[config.mk]
export PLATFORM = sky130hd
export DESIGN_NAME = rv_core
export DESIGN_NICKNAME = d
export VERILOG_FILES = /design/src/verilog/core_pkg.sv /design/src/verilog/rv_core.sv /design/src/verilog/alu.sv /design/src/verilog/regfile.sv /design/src/verilog/decoder.sv /design/src/verilog/fetch_pc.sv
export VERILOG_INCLUDE_DIRS = /design/src /design/src/include
export SDC_FILE = /design/constraint.sdc
export NUM_CORES = 2
export LEC_CHECK = 0
export BUFFER_PORTS_ARGS = -buffer_cell sky130_fd_sc_hd__buf_2
export CELL_PAD_IN_SITES_DETAIL_PLACEMENT = 2
export CELL_PAD_IN_SITES_GLOBAL_PLACEMENT = 2
export CORE_MARGIN = 1
export CORE_UTILIZATION = 43
export DETAILED_ROUTE_END_ITERATION = 16
export PLACE_DENSITY_LB_ADDON = 0.25
export SYNTH_ARGS = -nofsm -noshare
export SYNTH_HDL_FRONTEND = slang
export SYNTH_SLANG_ARGS = --single-unit
[constraint.sdc]
create_clock -name clk_i -period 49.6 [get_ports clk_i]
set_input_delay 9.92 -clock clk_i [delete_from_list [all_inputs] [get_ports clk_i]]
set_output_delay 9.92 -clock clk_i [all_outputs]
set_load 0.005 [all_outputs]
[src/include/core_defs.svh]
// --------------------------------------------------
// Core wide constants for the RV32I integer core
// Data and address width are fixed at 32 bits and the
// decoder slices assume this width
// The register count must match the 5-bit index fields
// Boot and trap addresses must be word aligned
// --------------------------------------------------

`ifndef CORE_DEFS_SVH
`define CORE_DEFS_SVH

// Data path and address width
`define CORE_XLEN 32

// Architectural integer registers, x0 included
`define CORE_NUM_REGS 32

// PC after reset
`define CORE_BOOT_ADDR 32'h0000_1000

// Fixed vector for illegal instructions and misaligned stores
`define CORE_TRAP_ADDR 32'h0000_0100

`endif
[src/verilog/core_pkg.sv]
// --------------------------------------------------
// Shared types of the integer core
// Widths follow the macros in core_defs.svh
// Opcode values are the RV32I major opcodes
// --------------------------------------------------

`default_nettype none

`include "core_defs.svh"

package core_pkg;

  typedef logic [`CORE_XLEN-1:0]              word_t;
  typedef logic [`CORE_XLEN-1:0]              addr_t;
  typedef logic [$clog2(`CORE_NUM_REGS)-1:0] reg_idx_t;
  typedef logic [31:0]                        inst_t;

  // Major opcodes that the core executes
  typedef enum logic [6:0] {
    OP     = 7'b0110011,
    OP_IMM = 7'b0010011,
    LUI    = 7'b0110111,
    AUIPC  = 7'b0010111,
    JAL    = 7'b1101111,
    JALR   = 7'b1100111,
    BRANCH = 7'b1100011,
    STORE  = 7'b0100011
  } opcode_e;

  typedef enum logic [3:0] {
    Add, Sub,
    Sll, Srl, Sra,
    Xor, Or, And,
    Eq, Neq, Slt, Sltu, Ge, Geu
  } alu_op_e;

  typedef enum logic [1:0] {RegA, Pc, Zero} opa_sel_e;

  typedef enum logic [1:0] {RegB, Imm} opb_sel_e;

  typedef enum logic [1:0] {Consec, Target, Trap} next_pc_e;

endpackage

`default_nettype wire

[src/verilog/rv_core.sv]
// --------------------------------------------------
// Single-issue RV32I core without loads or CSRs
// One instruction retires per cycle with inst_ready_i high
// inst_data_i must be valid in the same cycle as the address
// data_qvalid_o is a one-cycle strobe with no back-pressure
// --------------------------------------------------

`default_nettype none

module rv_core (
  input  logic            clk_i,
  input  logic            rst_i,
  output core_pkg::addr_t inst_addr_o,
  input  core_pkg::inst_t inst_data_i,
  input  logic            inst_ready_i,
  output logic            data_qvalid_o,
  output core_pkg::addr_t data_qaddr_o,
  output core_pkg::word_t data_qdata_o
);
  import core_pkg::*;

  alu_op_e  alu_op;
  opa_sel_e opa_sel;
  opb_sel_e opb_sel;
  next_pc_e next_sel;
  word_t    imm;
  reg_idx_t rs1, rs2, rd;
  logic     rf_we;
  logic     is_branch;
  logic     store;
  logic [1:0] wb_sel;
  word_t    rdata_a, rdata_b;
  word_t    opa, opb;
  word_t    alu_result;
  word_t    wb_data;
  addr_t    pc;
  addr_t    link;

  fetch_pc i_fetch_pc (
    .clk_i       (clk_i),
    .rst_i       (rst_i),
    .en_i        (inst_ready_i),
    .next_sel_i  (next_sel),
    .is_branch_i (is_branch),
    .cond_i      (alu_result[0]),
    .target_i    (alu_result),
    .offset_i    (imm),
    .pc_o        (pc),
    .link_o      (link)
  );

  // Write enable and store strobe are qualified by inst_ready_i here
  decoder i_decoder (
    .inst_i       (inst_data_i),
    .valid_i      (inst_ready_i),
    .alu_result_i (alu_result),
    .alu_op_o     (alu_op),
    .opa_sel_o    (opa_sel),
    .opb_sel_o    (opb_sel),
    .imm_o        (imm),
    .rs1_o        (rs1),
    .rs2_o        (rs2),
    .rd_o         (rd),
    .rd_we_o      (rf_we),
    .wb_sel_o     (wb_sel),
    .is_branch_o  (is_branch),
    .next_sel_o   (next_sel),
    .store_o      (store)
  );

  regfile i_regfile (
    .clk_i     (clk_i),
    .rst_i     (rst_i),
    .raddr_a_i (rs1),
    .raddr_b_i (rs2),
    .waddr_i   (rd),
    .we_i      (rf_we),
    .wdata_i   (wb_data),
    .rdata_a_o (rdata_a),
    .rdata_b_o (rdata_b)
  );

  // --------------------------------------------------
  // Operand select
  // --------------------------------------------------
  always_comb begin
    unique case (opa_sel)
      RegA:    opa = rdata_a;
      Pc:      opa = pc;
      default: opa = '0;
    endcase
  end

  always_comb begin
    unique case (opb_sel)
      RegB:    opb = rdata_b;
      default: opb = imm;
    endcase
  end

  alu i_alu (
    .op_i     (alu_op),
    .opa_i    (opa),
    .opb_i    (opb),
    .result_o (alu_result)
  );

  // Write-back selects the link address for jumps and the U-immediate for LUI
  always_comb begin
    unique case (wb_sel)
      2'd1:    wb_data = link;
      2'd2:    wb_data = imm;
      default: wb_data = alu_result;
    endcase
  end

  assign inst_addr_o   = pc;
  assign data_qvalid_o = store;
  assign data_qaddr_o  = alu_result;
  assign data_qdata_o  = rdata_b;

  // --------------------------------------------------
  // Checks
  // --------------------------------------------------
  a_store_excl: assert property (@(posedge clk_i) disable iff (rst_i)
    data_qvalid_o |-> (!rf_we && next_sel != Trap));

endmodule

`default_nettype wire

[src/verilog/alu.sv]
// --------------------------------------------------
// Purely combinational shared ALU
// One 33-bit adder covers add, subtract and compares
// Compare results are returned in bit 0
// --------------------------------------------------

`default_nettype none

module alu (
  input  core_pkg::alu_op_e op_i,
  input  core_pkg::word_t   opa_i,
  input  core_pkg::word_t   opb_i,
  output core_pkg::word_t   result_o
);
  import core_pkg::*;

  logic        subtract;
  logic        signed_cmp;
  logic [32:0] add_a;
  logic [32:0] add_b;
  logic [32:0] add_sum;
  logic        less;
  logic        equal;

  // --------------------------------------------------
  // Adder
  // --------------------------------------------------
  assign subtract   = (op_i != Add);
  assign signed_cmp = (op_i == Slt) || (op_i == Ge);

  // Extra top bit keeps the sign of the difference without overflow
  assign add_a   = {signed_cmp & opa_i[31], opa_i};
  assign add_b   = {signed_cmp & opb_i[31], opb_i};
  assign add_sum = add_a + (subtract ? ~add_b : add_b) + {32'b0, subtract};
  assign less    = add_sum[32];
  assign equal   = (add_sum[31:0] == 32'b0);

  // --------------------------------------------------
  // Shifter
  // --------------------------------------------------
  logic        shift_left;
  logic        shift_arith;
  word_t       opa_reversed;
  word_t       shift_in;
  word_t       shift_right;
  word_t       shift_left_res;
  logic [32:0] shift_ext;
  logic [32:0] shift_right_ext;

  assign shift_left  = (op_i == Sll);
  assign shift_arith = (op_i == Sra);

  // Left shift is a right shift of the bit-reversed operand
  for (genvar i = 0; i < 32; i++) begin : gen_reverse
    assign opa_reversed[i]   = opa_i[31-i];
    assign shift_left_res[i] = shift_right[31-i];
  end

  assign shift_in        = shift_left ? opa_reversed : opa_i;
  assign shift_ext       = {shift_arith & shift_in[31], shift_in};
  assign shift_right_ext = $unsigned($signed(shift_ext) >>> opb_i[4:0]);
  assign shift_right     = shift_right_ext[31:0];

  // Result select
  always_comb begin
    result_o = '0;
    unique case (op_i)
      Add, Sub: result_o = add_sum[31:0];
      Sll:      result_o = shift_left_res;
      Srl, Sra: result_o = shift_right;
      Xor:      result_o = opa_i ^ opb_i;
      Or:       result_o = opa_i | opb_i;
      And:      result_o = opa_i & opb_i;
      Eq:       result_o[0] = equal;
      Neq:      result_o[0] = !equal;
      Slt, Sltu: result_o[0] = less;
      Ge, Geu:  result_o[0] = !less;
      default:  result_o = add_sum[31:0];
    endcase
  end

endmodule

`default_nettype wire

[src/verilog/regfile.sv]
// --------------------------------------------------
// Integer register file with two read ports and one write port
// Reads are combinational, writes land at the clock edge
// x0 has no storage and always reads as zero
// --------------------------------------------------

`default_nettype none

`include "core_defs.svh"

module regfile (
  input  logic               clk_i,
  input  logic               rst_i,
  input  core_pkg::reg_idx_t raddr_a_i,
  input  core_pkg::reg_idx_t raddr_b_i,
  input  core_pkg::reg_idx_t waddr_i,
  input  logic               we_i,
  input  core_pkg::word_t    wdata_i,
  output core_pkg::word_t    rdata_a_o,
  output core_pkg::word_t    rdata_b_o
);
  import core_pkg::*;

  // Registers x1 and up
  word_t regs_q [1:`CORE_NUM_REGS-1];

  always_ff @(posedge clk_i or posedge rst_i) begin
    if (rst_i) begin
      for (int i = 1; i < `CORE_NUM_REGS; i++) begin
        regs_q[i] <= '0;
      end
    end else if (we_i && waddr_i != '0) begin
      regs_q[waddr_i] <= wdata_i;
    end
  end

  assign rdata_a_o = (raddr_a_i == '0) ? '0 : regs_q[raddr_a_i];
  assign rdata_b_o = (raddr_b_i == '0) ? '0 : regs_q[raddr_b_i];

endmodule

`default_nettype wire

[src/verilog/decoder.sv]
// --------------------------------------------------
// RV32I decoder for the kept instruction subset
// Only SW is a legal store, SB and SH trap
// Store address is checked on the ALU result
// wb_sel_o selects 0 ALU result, 1 PC plus 4, 2 immediate
// --------------------------------------------------

`default_nettype none

module decoder (
  input  core_pkg::inst_t    inst_i,
  input  logic               valid_i,
  input  core_pkg::word_t    alu_result_i,
  output core_pkg::alu_op_e  alu_op_o,
  output core_pkg::opa_sel_e opa_sel_o,
  output core_pkg::opb_sel_e opb_sel_o,
  output core_pkg::word_t    imm_o,
  output core_pkg::reg_idx_t rs1_o,
  output core_pkg::reg_idx_t rs2_o,
  output core_pkg::reg_idx_t rd_o,
  output logic               rd_we_o,
  output logic [1:0]         wb_sel_o,
  output logic               is_branch_o,
  output core_pkg::next_pc_e next_sel_o,
  output logic               store_o
);
  import core_pkg::*;

  opcode_e    opcode;
  logic [2:0] funct3;
  logic [6:0] funct7;
  word_t      i_imm, s_imm, b_imm, u_imm, j_imm;
  alu_op_e    arith_op;
  logic       bad_funct7;
  logic       illegal;
  logic       write_rd;
  logic       is_store;
  logic       misaligned;
  logic       exception;
  next_pc_e   next_pc;

  assign opcode = opcode_e'(inst_i[6:0]);
  assign funct3 = inst_i[14:12];
  assign funct7 = inst_i[31:25];
  assign rd_o   = inst_i[11:7];
  assign rs1_o  = inst_i[19:15];
  assign rs2_o  = inst_i[24:20];

  // Immediate formats
  assign i_imm = {{20{inst_i[31]}}, inst_i[31:20]};
  assign s_imm = {{20{inst_i[31]}}, inst_i[31:25], inst_i[11:7]};
  assign b_imm = {{20{inst_i[31]}}, inst_i[7], inst_i[30:25], inst_i[11:8], 1'b0};
  assign u_imm = {inst_i[31:12], 12'b0};
  assign j_imm = {{12{inst_i[31]}}, inst_i[19:12], inst_i[20], inst_i[30:21], 1'b0};

  // Only ADD/SUB and SRL/SRA have an alternate funct7
  assign bad_funct7 = !(funct7 == 7'b0000000 ||
                        (funct7 == 7'b0100000 && (funct3 == 3'b000 || funct3 == 3'b101)));

  always_comb begin
    unique case (funct3)
      3'b000:  arith_op = (opcode == OP && funct7[5]) ? Sub : Add;
      3'b001:  arith_op = Sll;
      3'b010:  arith_op = Slt;
      3'b011:  arith_op = Sltu;
      3'b100:  arith_op = Xor;
      3'b101:  arith_op = funct7[5] ? Sra : Srl;
      3'b110:  arith_op = Or;
      default: arith_op = And;
    endcase
  end

  // --------------------------------------------------
  // Main decode
  // --------------------------------------------------
  always_comb begin
    alu_op_o    = Add;
    opa_sel_o   = RegA;
    opb_sel_o   = Imm;
    imm_o       = i_imm;
    wb_sel_o    = 2'd0;
    write_rd    = 1'b1;
    is_branch_o = 1'b0;
    is_store    = 1'b0;
    next_pc     = Consec;
    illegal     = 1'b0;

    unique case (opcode)
      OP: begin
        alu_op_o  = arith_op;
        opb_sel_o = RegB;
        illegal   = bad_funct7;
      end
      OP_IMM: begin
        alu_op_o = arith_op;
        // Shift amount sits in the immediate, funct7 still constrained
        illegal  = (funct3 == 3'b001 || funct3 == 3'b101) && bad_funct7;
      end
      LUI: begin
        opa_sel_o = Zero;
        imm_o     = u_imm;
        wb_sel_o  = 2'd2;
      end
      AUIPC: begin
        opa_sel_o = Pc;
        imm_o     = u_imm;
      end
      JAL: begin
        opa_sel_o = Pc;
        imm_o     = j_imm;
        wb_sel_o  = 2'd1;
        next_pc   = Target;
      end
      JALR: begin
        wb_sel_o = 2'd1;
        next_pc  = Target;
        illegal  = (funct3 != 3'b000);
      end
      BRANCH: begin
        opb_sel_o   = RegB;
        imm_o       = b_imm;
        write_rd    = 1'b0;
        is_branch_o = 1'b1;
        unique case (funct3)
          3'b000:  alu_op_o = Eq;
          3'b001:  alu_op_o = Neq;
          3'b100:  alu_op_o = Slt;
          3'b101:  alu_op_o = Ge;
          3'b110:  alu_op_o = Sltu;
          3'b111:  alu_op_o = Geu;
          default: illegal = 1'b1;
        endcase
      end
      STORE: begin
        imm_o    = s_imm;
        write_rd = 1'b0;
        is_store = 1'b1;
        illegal  = (funct3 != 3'b010);
      end
      default: illegal = 1'b1;
    endcase
  end

  // --------------------------------------------------
  // Trap and side effects
  // --------------------------------------------------
  assign misaligned = is_store && (alu_result_i[1:0] != 2'b00);
  assign exception  = illegal || misaligned;

  assign rd_we_o    = valid_i && write_rd && !exception;
  assign store_o    = valid_i && is_store && !exception;
  assign next_sel_o = exception ? Trap : next_pc;

endmodule

`default_nettype wire

[src/verilog/fetch_pc.sv]
// --------------------------------------------------
// Program counter and next-PC selection
// The PC only advances in cycles with en_i high
// Jump targets must be word aligned, only bit 0 is cleared
// --------------------------------------------------

`default_nettype none

`include "core_defs.svh"

module fetch_pc (
  input  logic              clk_i,
  input  logic              rst_i,
  input  logic              en_i,
  input  core_pkg::next_pc_e next_sel_i,
  input  logic              is_branch_i,
  input  logic              cond_i,
  input  core_pkg::addr_t   target_i,
  input  core_pkg::word_t   offset_i,
  output core_pkg::addr_t   pc_o,
  output core_pkg::addr_t   link_o
);
  import core_pkg::*;

  addr_t pc_q;
  addr_t pc_d;
  addr_t consec_pc;

  // Taken branches add the B offset, everything else steps one word
  assign consec_pc = pc_q + ((is_branch_i && cond_i) ? offset_i : addr_t'(4));
  assign link_o    = pc_q + addr_t'(4);

  always_comb begin
    unique case (next_sel_i)
      Target:  pc_d = target_i & ~addr_t'(1);
      Trap:    pc_d = `CORE_TRAP_ADDR;
      default: pc_d = consec_pc;
    endcase
  end

  always_ff @(posedge clk_i or posedge rst_i) begin
    if (rst_i) begin
      pc_q <= `CORE_BOOT_ADDR;
    end else if (en_i) begin
      pc_q <= pc_d;
    end
  end

  assign pc_o = pc_q;

  a_pc_aligned: assert property (@(posedge clk_i) disable iff (rst_i) pc_q[1:0] == 2'b00)
    else $error("PC not word aligned: %h", pc_q);

endmodule

`default_nettype wire

==> results.md <==
- Num rows: 141
- Total Wirelength: 318 mm
- Minimum hold slack: 501 ps
- Vias per cell: 7.04
- Combinational fraction of design power: 18.7%
- Final period util: 59.8%
- HP Start: i_regfile.regs_q[45]$_DFFE_PP0P_
- Pwr/cell area: 30.9 mW/mm^2
- Htree depth: 3
- Setup TNS: 0 ps
- Share of layout cells above drive strength 1: 22.7%
- Status: complete, but fails checks
- Netlist cell types: 113
- Initial DRT Pass Iterations: 5
- Synth Cell Area: 0.0646 sq mm
- Top-level port count: 132
- Syn Area/Cell: 10.4 sq um
- Worst-path fanout max: 63
- Reg clk slew, reported paths: 60 ps
- CTS tree: done
- CP required: 39,680 ps
- Overall Power: 0.00220 W
- Final core utilization: 47.8%
- Average routed wire per standard cell: 39.0 um
- Routability cong.: 1.02
- Yosys top cell area share: 39.6%
- Worst-margin pin slew: 1490 ps
- Yosys warns: 0
- Die footprint: 0.152 sq mm
- Mapped Nets: 6,387
- Most common cell in the netlist: nand2_1
- Root Driver: clkbuf_16
- Net Sw Frac: 32.1%
- Fin nets: 6,218
- Switch Pwr: 0.000704 W
- Worst Hold Class: flop to flop
- Worst setup path startpoint: inst_data_i[20]
- Crit path arrival time: 19,720 ps
- Clk sinks: 1,024
- Setup Skew: 76.2 ps
- Setup violators final: 0
- Initial antenna violation count: 25
- Synth Flop Type: dfrtp_1
- Via count: 57,400
- Synth top area cells: dfrtp_1 (40%), mux4_2 (18%), nand2_1 (6.8%)
- Hpwl dp: 211 mm
- Largest net degree at the start of global routing: 165
- Worst setup EP type: output port
- Async SR Flop Fraction: 100%
- Leakage: 31.3 nW
- GRT overflow: 0
- Number of global-route vias before repair: 61,500
- Area growth from synthesis to layout: 9.83%
- Initial DRC Count: 6,026
- Chip Height: 390 um
- Antenna viol nets, final: 0
- Cells after Synth: 6,221
- Fmax: 0.0337 GHz
- CTS max path bufs: 3
- Clock power frac: 40.7%
- Num CTS Buffers: 114
- Internal Pwr Total: 0.00149 W
- Crit Reg-Reg Startpoint: i_regfile.regs_q[225]$_DFFE_PP0P_
- EDFF count, synth: 0
- Failing checks: max-capacitance violations, max-slew violations
- Post-CTS setup buffers: 0
- Port buffer count: 131
- Chip Width: 390 um
- Core area: 0.148 sq mm
- Synth area leader: dfrtp_1
- Crit start category: input port
- Reg power frac: 40.7%
- Fin. max-slew vios: 1
- Most frequent cells after synthesis: nand2_1 (1,168), dfrtp_1 (1,023), o21ai_0 (875)
- Worst skew pair latency: 800 ps
- Crit Path Class: input port to output port
- Flip-flop and latch area: 0.0256 sq mm
- Peak VDD IR: 29.3 uV
- Layout filler cell count: 14,900
- Cts hold-fix bufs: 0
- Max-cap violations: 1
- Drt drc: 0
- Seq cells post-synth: 1,024
- Max_slew headroom: -1.68%
- First-pass GRT wire length: 459 mm
- RSZ-0062 raised after global routing: false
- Register area share after synthesis: 39.7%
- GRT Overall Usage: 42.0%
- Shortest period the worst path allows: 29,640 ps
- Hold Violations, Final: 0
- Area of the multi-input gates: 0.0363 sq mm
- CTS resizes: 0
- Initial Utilization: 43.6%
-- area by class of cell --
type	instances	share of cell area [%]
antenna	12	0.0423
clock inverter	37	0.661
inverter	131	0.707
sequential	1024	36.1
tap	2002	3.53
clock buffer	170	4.79
multi-input combinational	4475	51.2
timing repair buffer	306	2.96
-- through the flow --
| step | cell area, sq um | instances | setup slack (ps) |
|---|---|---|---|
| after global routing | 70900 | 8145 | 19480 |
| after global placement | 67100 | 7938 | 20370 |
| after floorplan | 64600 | 6221 | 10870 |
| after CTS | 70900 | 8145 | 20140 |
| final | 71000 | 8157 | 19960 |
| after detailed placement | 67100 | 7938 | 20140 |
-- critical path, stage by stage --
cell and delay [ps]:
buf_8 540, buf_4 670, buf_4 610, mux4_2 600, mux2i_1 210, nor3b_1 130
o41ai_4 580, buf_4 540, inv_1 80, buf_4 260, xnor2_1 220, fa_1 460
a211oi_1 380, o21ai_0 170, a31o_2 290, o211ai_1 410, o21ai_0 280, a211oi_1 430
o41ai_1 190, xor2_1 220, mux2i_1 380, a2111oi_4 80, nor2_2 300, clkinv_1 560
a31oi_1 730, nor3_1 140, buf_2 170
-- flip-flops by register name (all words and copies together), names as in the netlist --
name / count
i_regfile.regs_q: 992
i_fetch_pc.pc_o: 32
-- cell families after synthesis --
kind of cell | count (synthesis) | synth area share, %
compound gates | 1706 | 16.2
buf+inv | 722 | 4.85
xor+xnor | 113 | 1.53
fa+ha+maj | 131 | 2.56
mux | 900 | 24.6
other cells | 1 | 0.00580
simple gates | 1624 | 10.6
flops | 1024 | 39.7
-- power by group through the flow --
stage	clock, W	combinational (W)	sequential (W)
global route	0.000927	0.000424	0.000896
global placement	0	0.000383	0.000901
finish	0.000892	0.000410	0.000893
CTS	0.000899	0.000398	0.000892
detailed placement	0	0.000394	0.000906
floorplan	0	0.000235	0.000897
-- final timing paths --
check	cells after the start	to	slack [ps]
worst max-delay path	27	data_qvalid_o	19960
worst min-delay path	2	i_regfile.regs_q[45]$_DFFE_PP0P_	500
worst max register to register	39	i_fetch_pc.pc_o[31]$_DFFE_PP0P_	36600
worst min register to register	2	i_regfile.regs_q[45]$_DFFE_PP0P_	500
max in group asynchronous	5	i_fetch_pc.pc_o[15]$_DFFE_PP0P_	37080
min in group asynchronous	2	i_regfile.regs_q[293]$_DFFE_PP0P_	9210
-- placed cells by master (no fill, tap or decap), types with 18 or more instances in the layout --
| cell | n |
|---|---|
| nand2_1 | 1136 |
| dfrtp_1 | 1023 |
| o21ai_0 | 861 |
| mux4_2 | 517 |
| mux2_2 | 238 |
| buf_4 | 171 |
| a21oi_1 | 161 |
| nor2_1 | 144 |
| o21ai_1 | 138 |
| mux2i_1 | 132 |
| ha_1 | 128 |
| buf_2 | 123 |
| inv_1 | 118 |
| clkbuf_16 | 114 |
| xnor2_1 | 86 |
| nand3_1 | 73 |
| a21o_1 | 71 |
| a22o_1 | 63 |
| o211ai_1 | 58 |
| and2_1 | 34 |
| clkbuf_8 | 34 |
| nor3_1 | 32 |
| nand2_4 | 32 |
| a221oi_1 | 30 |
| a221o_1 | 30 |
| a211oi_1 | 30 |
| and3_1 | 28 |
| xor2_1 | 27 |
| nand2b_1 | 25 |
| a22oi_1 | 23 |
| nor2b_1 | 22 |
| clkbuf_1 | 22 |
| a31oi_1 | 20 |
| clkinv_2 | 19 |
| a32oi_1 | 18 |
-- routing by layer --
| layer | up-vias | routed length (um) | GRT usage (%) |
|---|---|---|---|
| li1 | 22500 | - | - |
| met5 | - | 47 | 0 |
| met2 | 3250 | 144000 | 64.7 |
| met3 | 1030 | 29500 | 9.23 |
| met4 | 8 | 23200 | 26.8 |
| met1 | 30600 | 122000 | 53.7 |
Note: power is estimated with default switching activity, not from simulation.
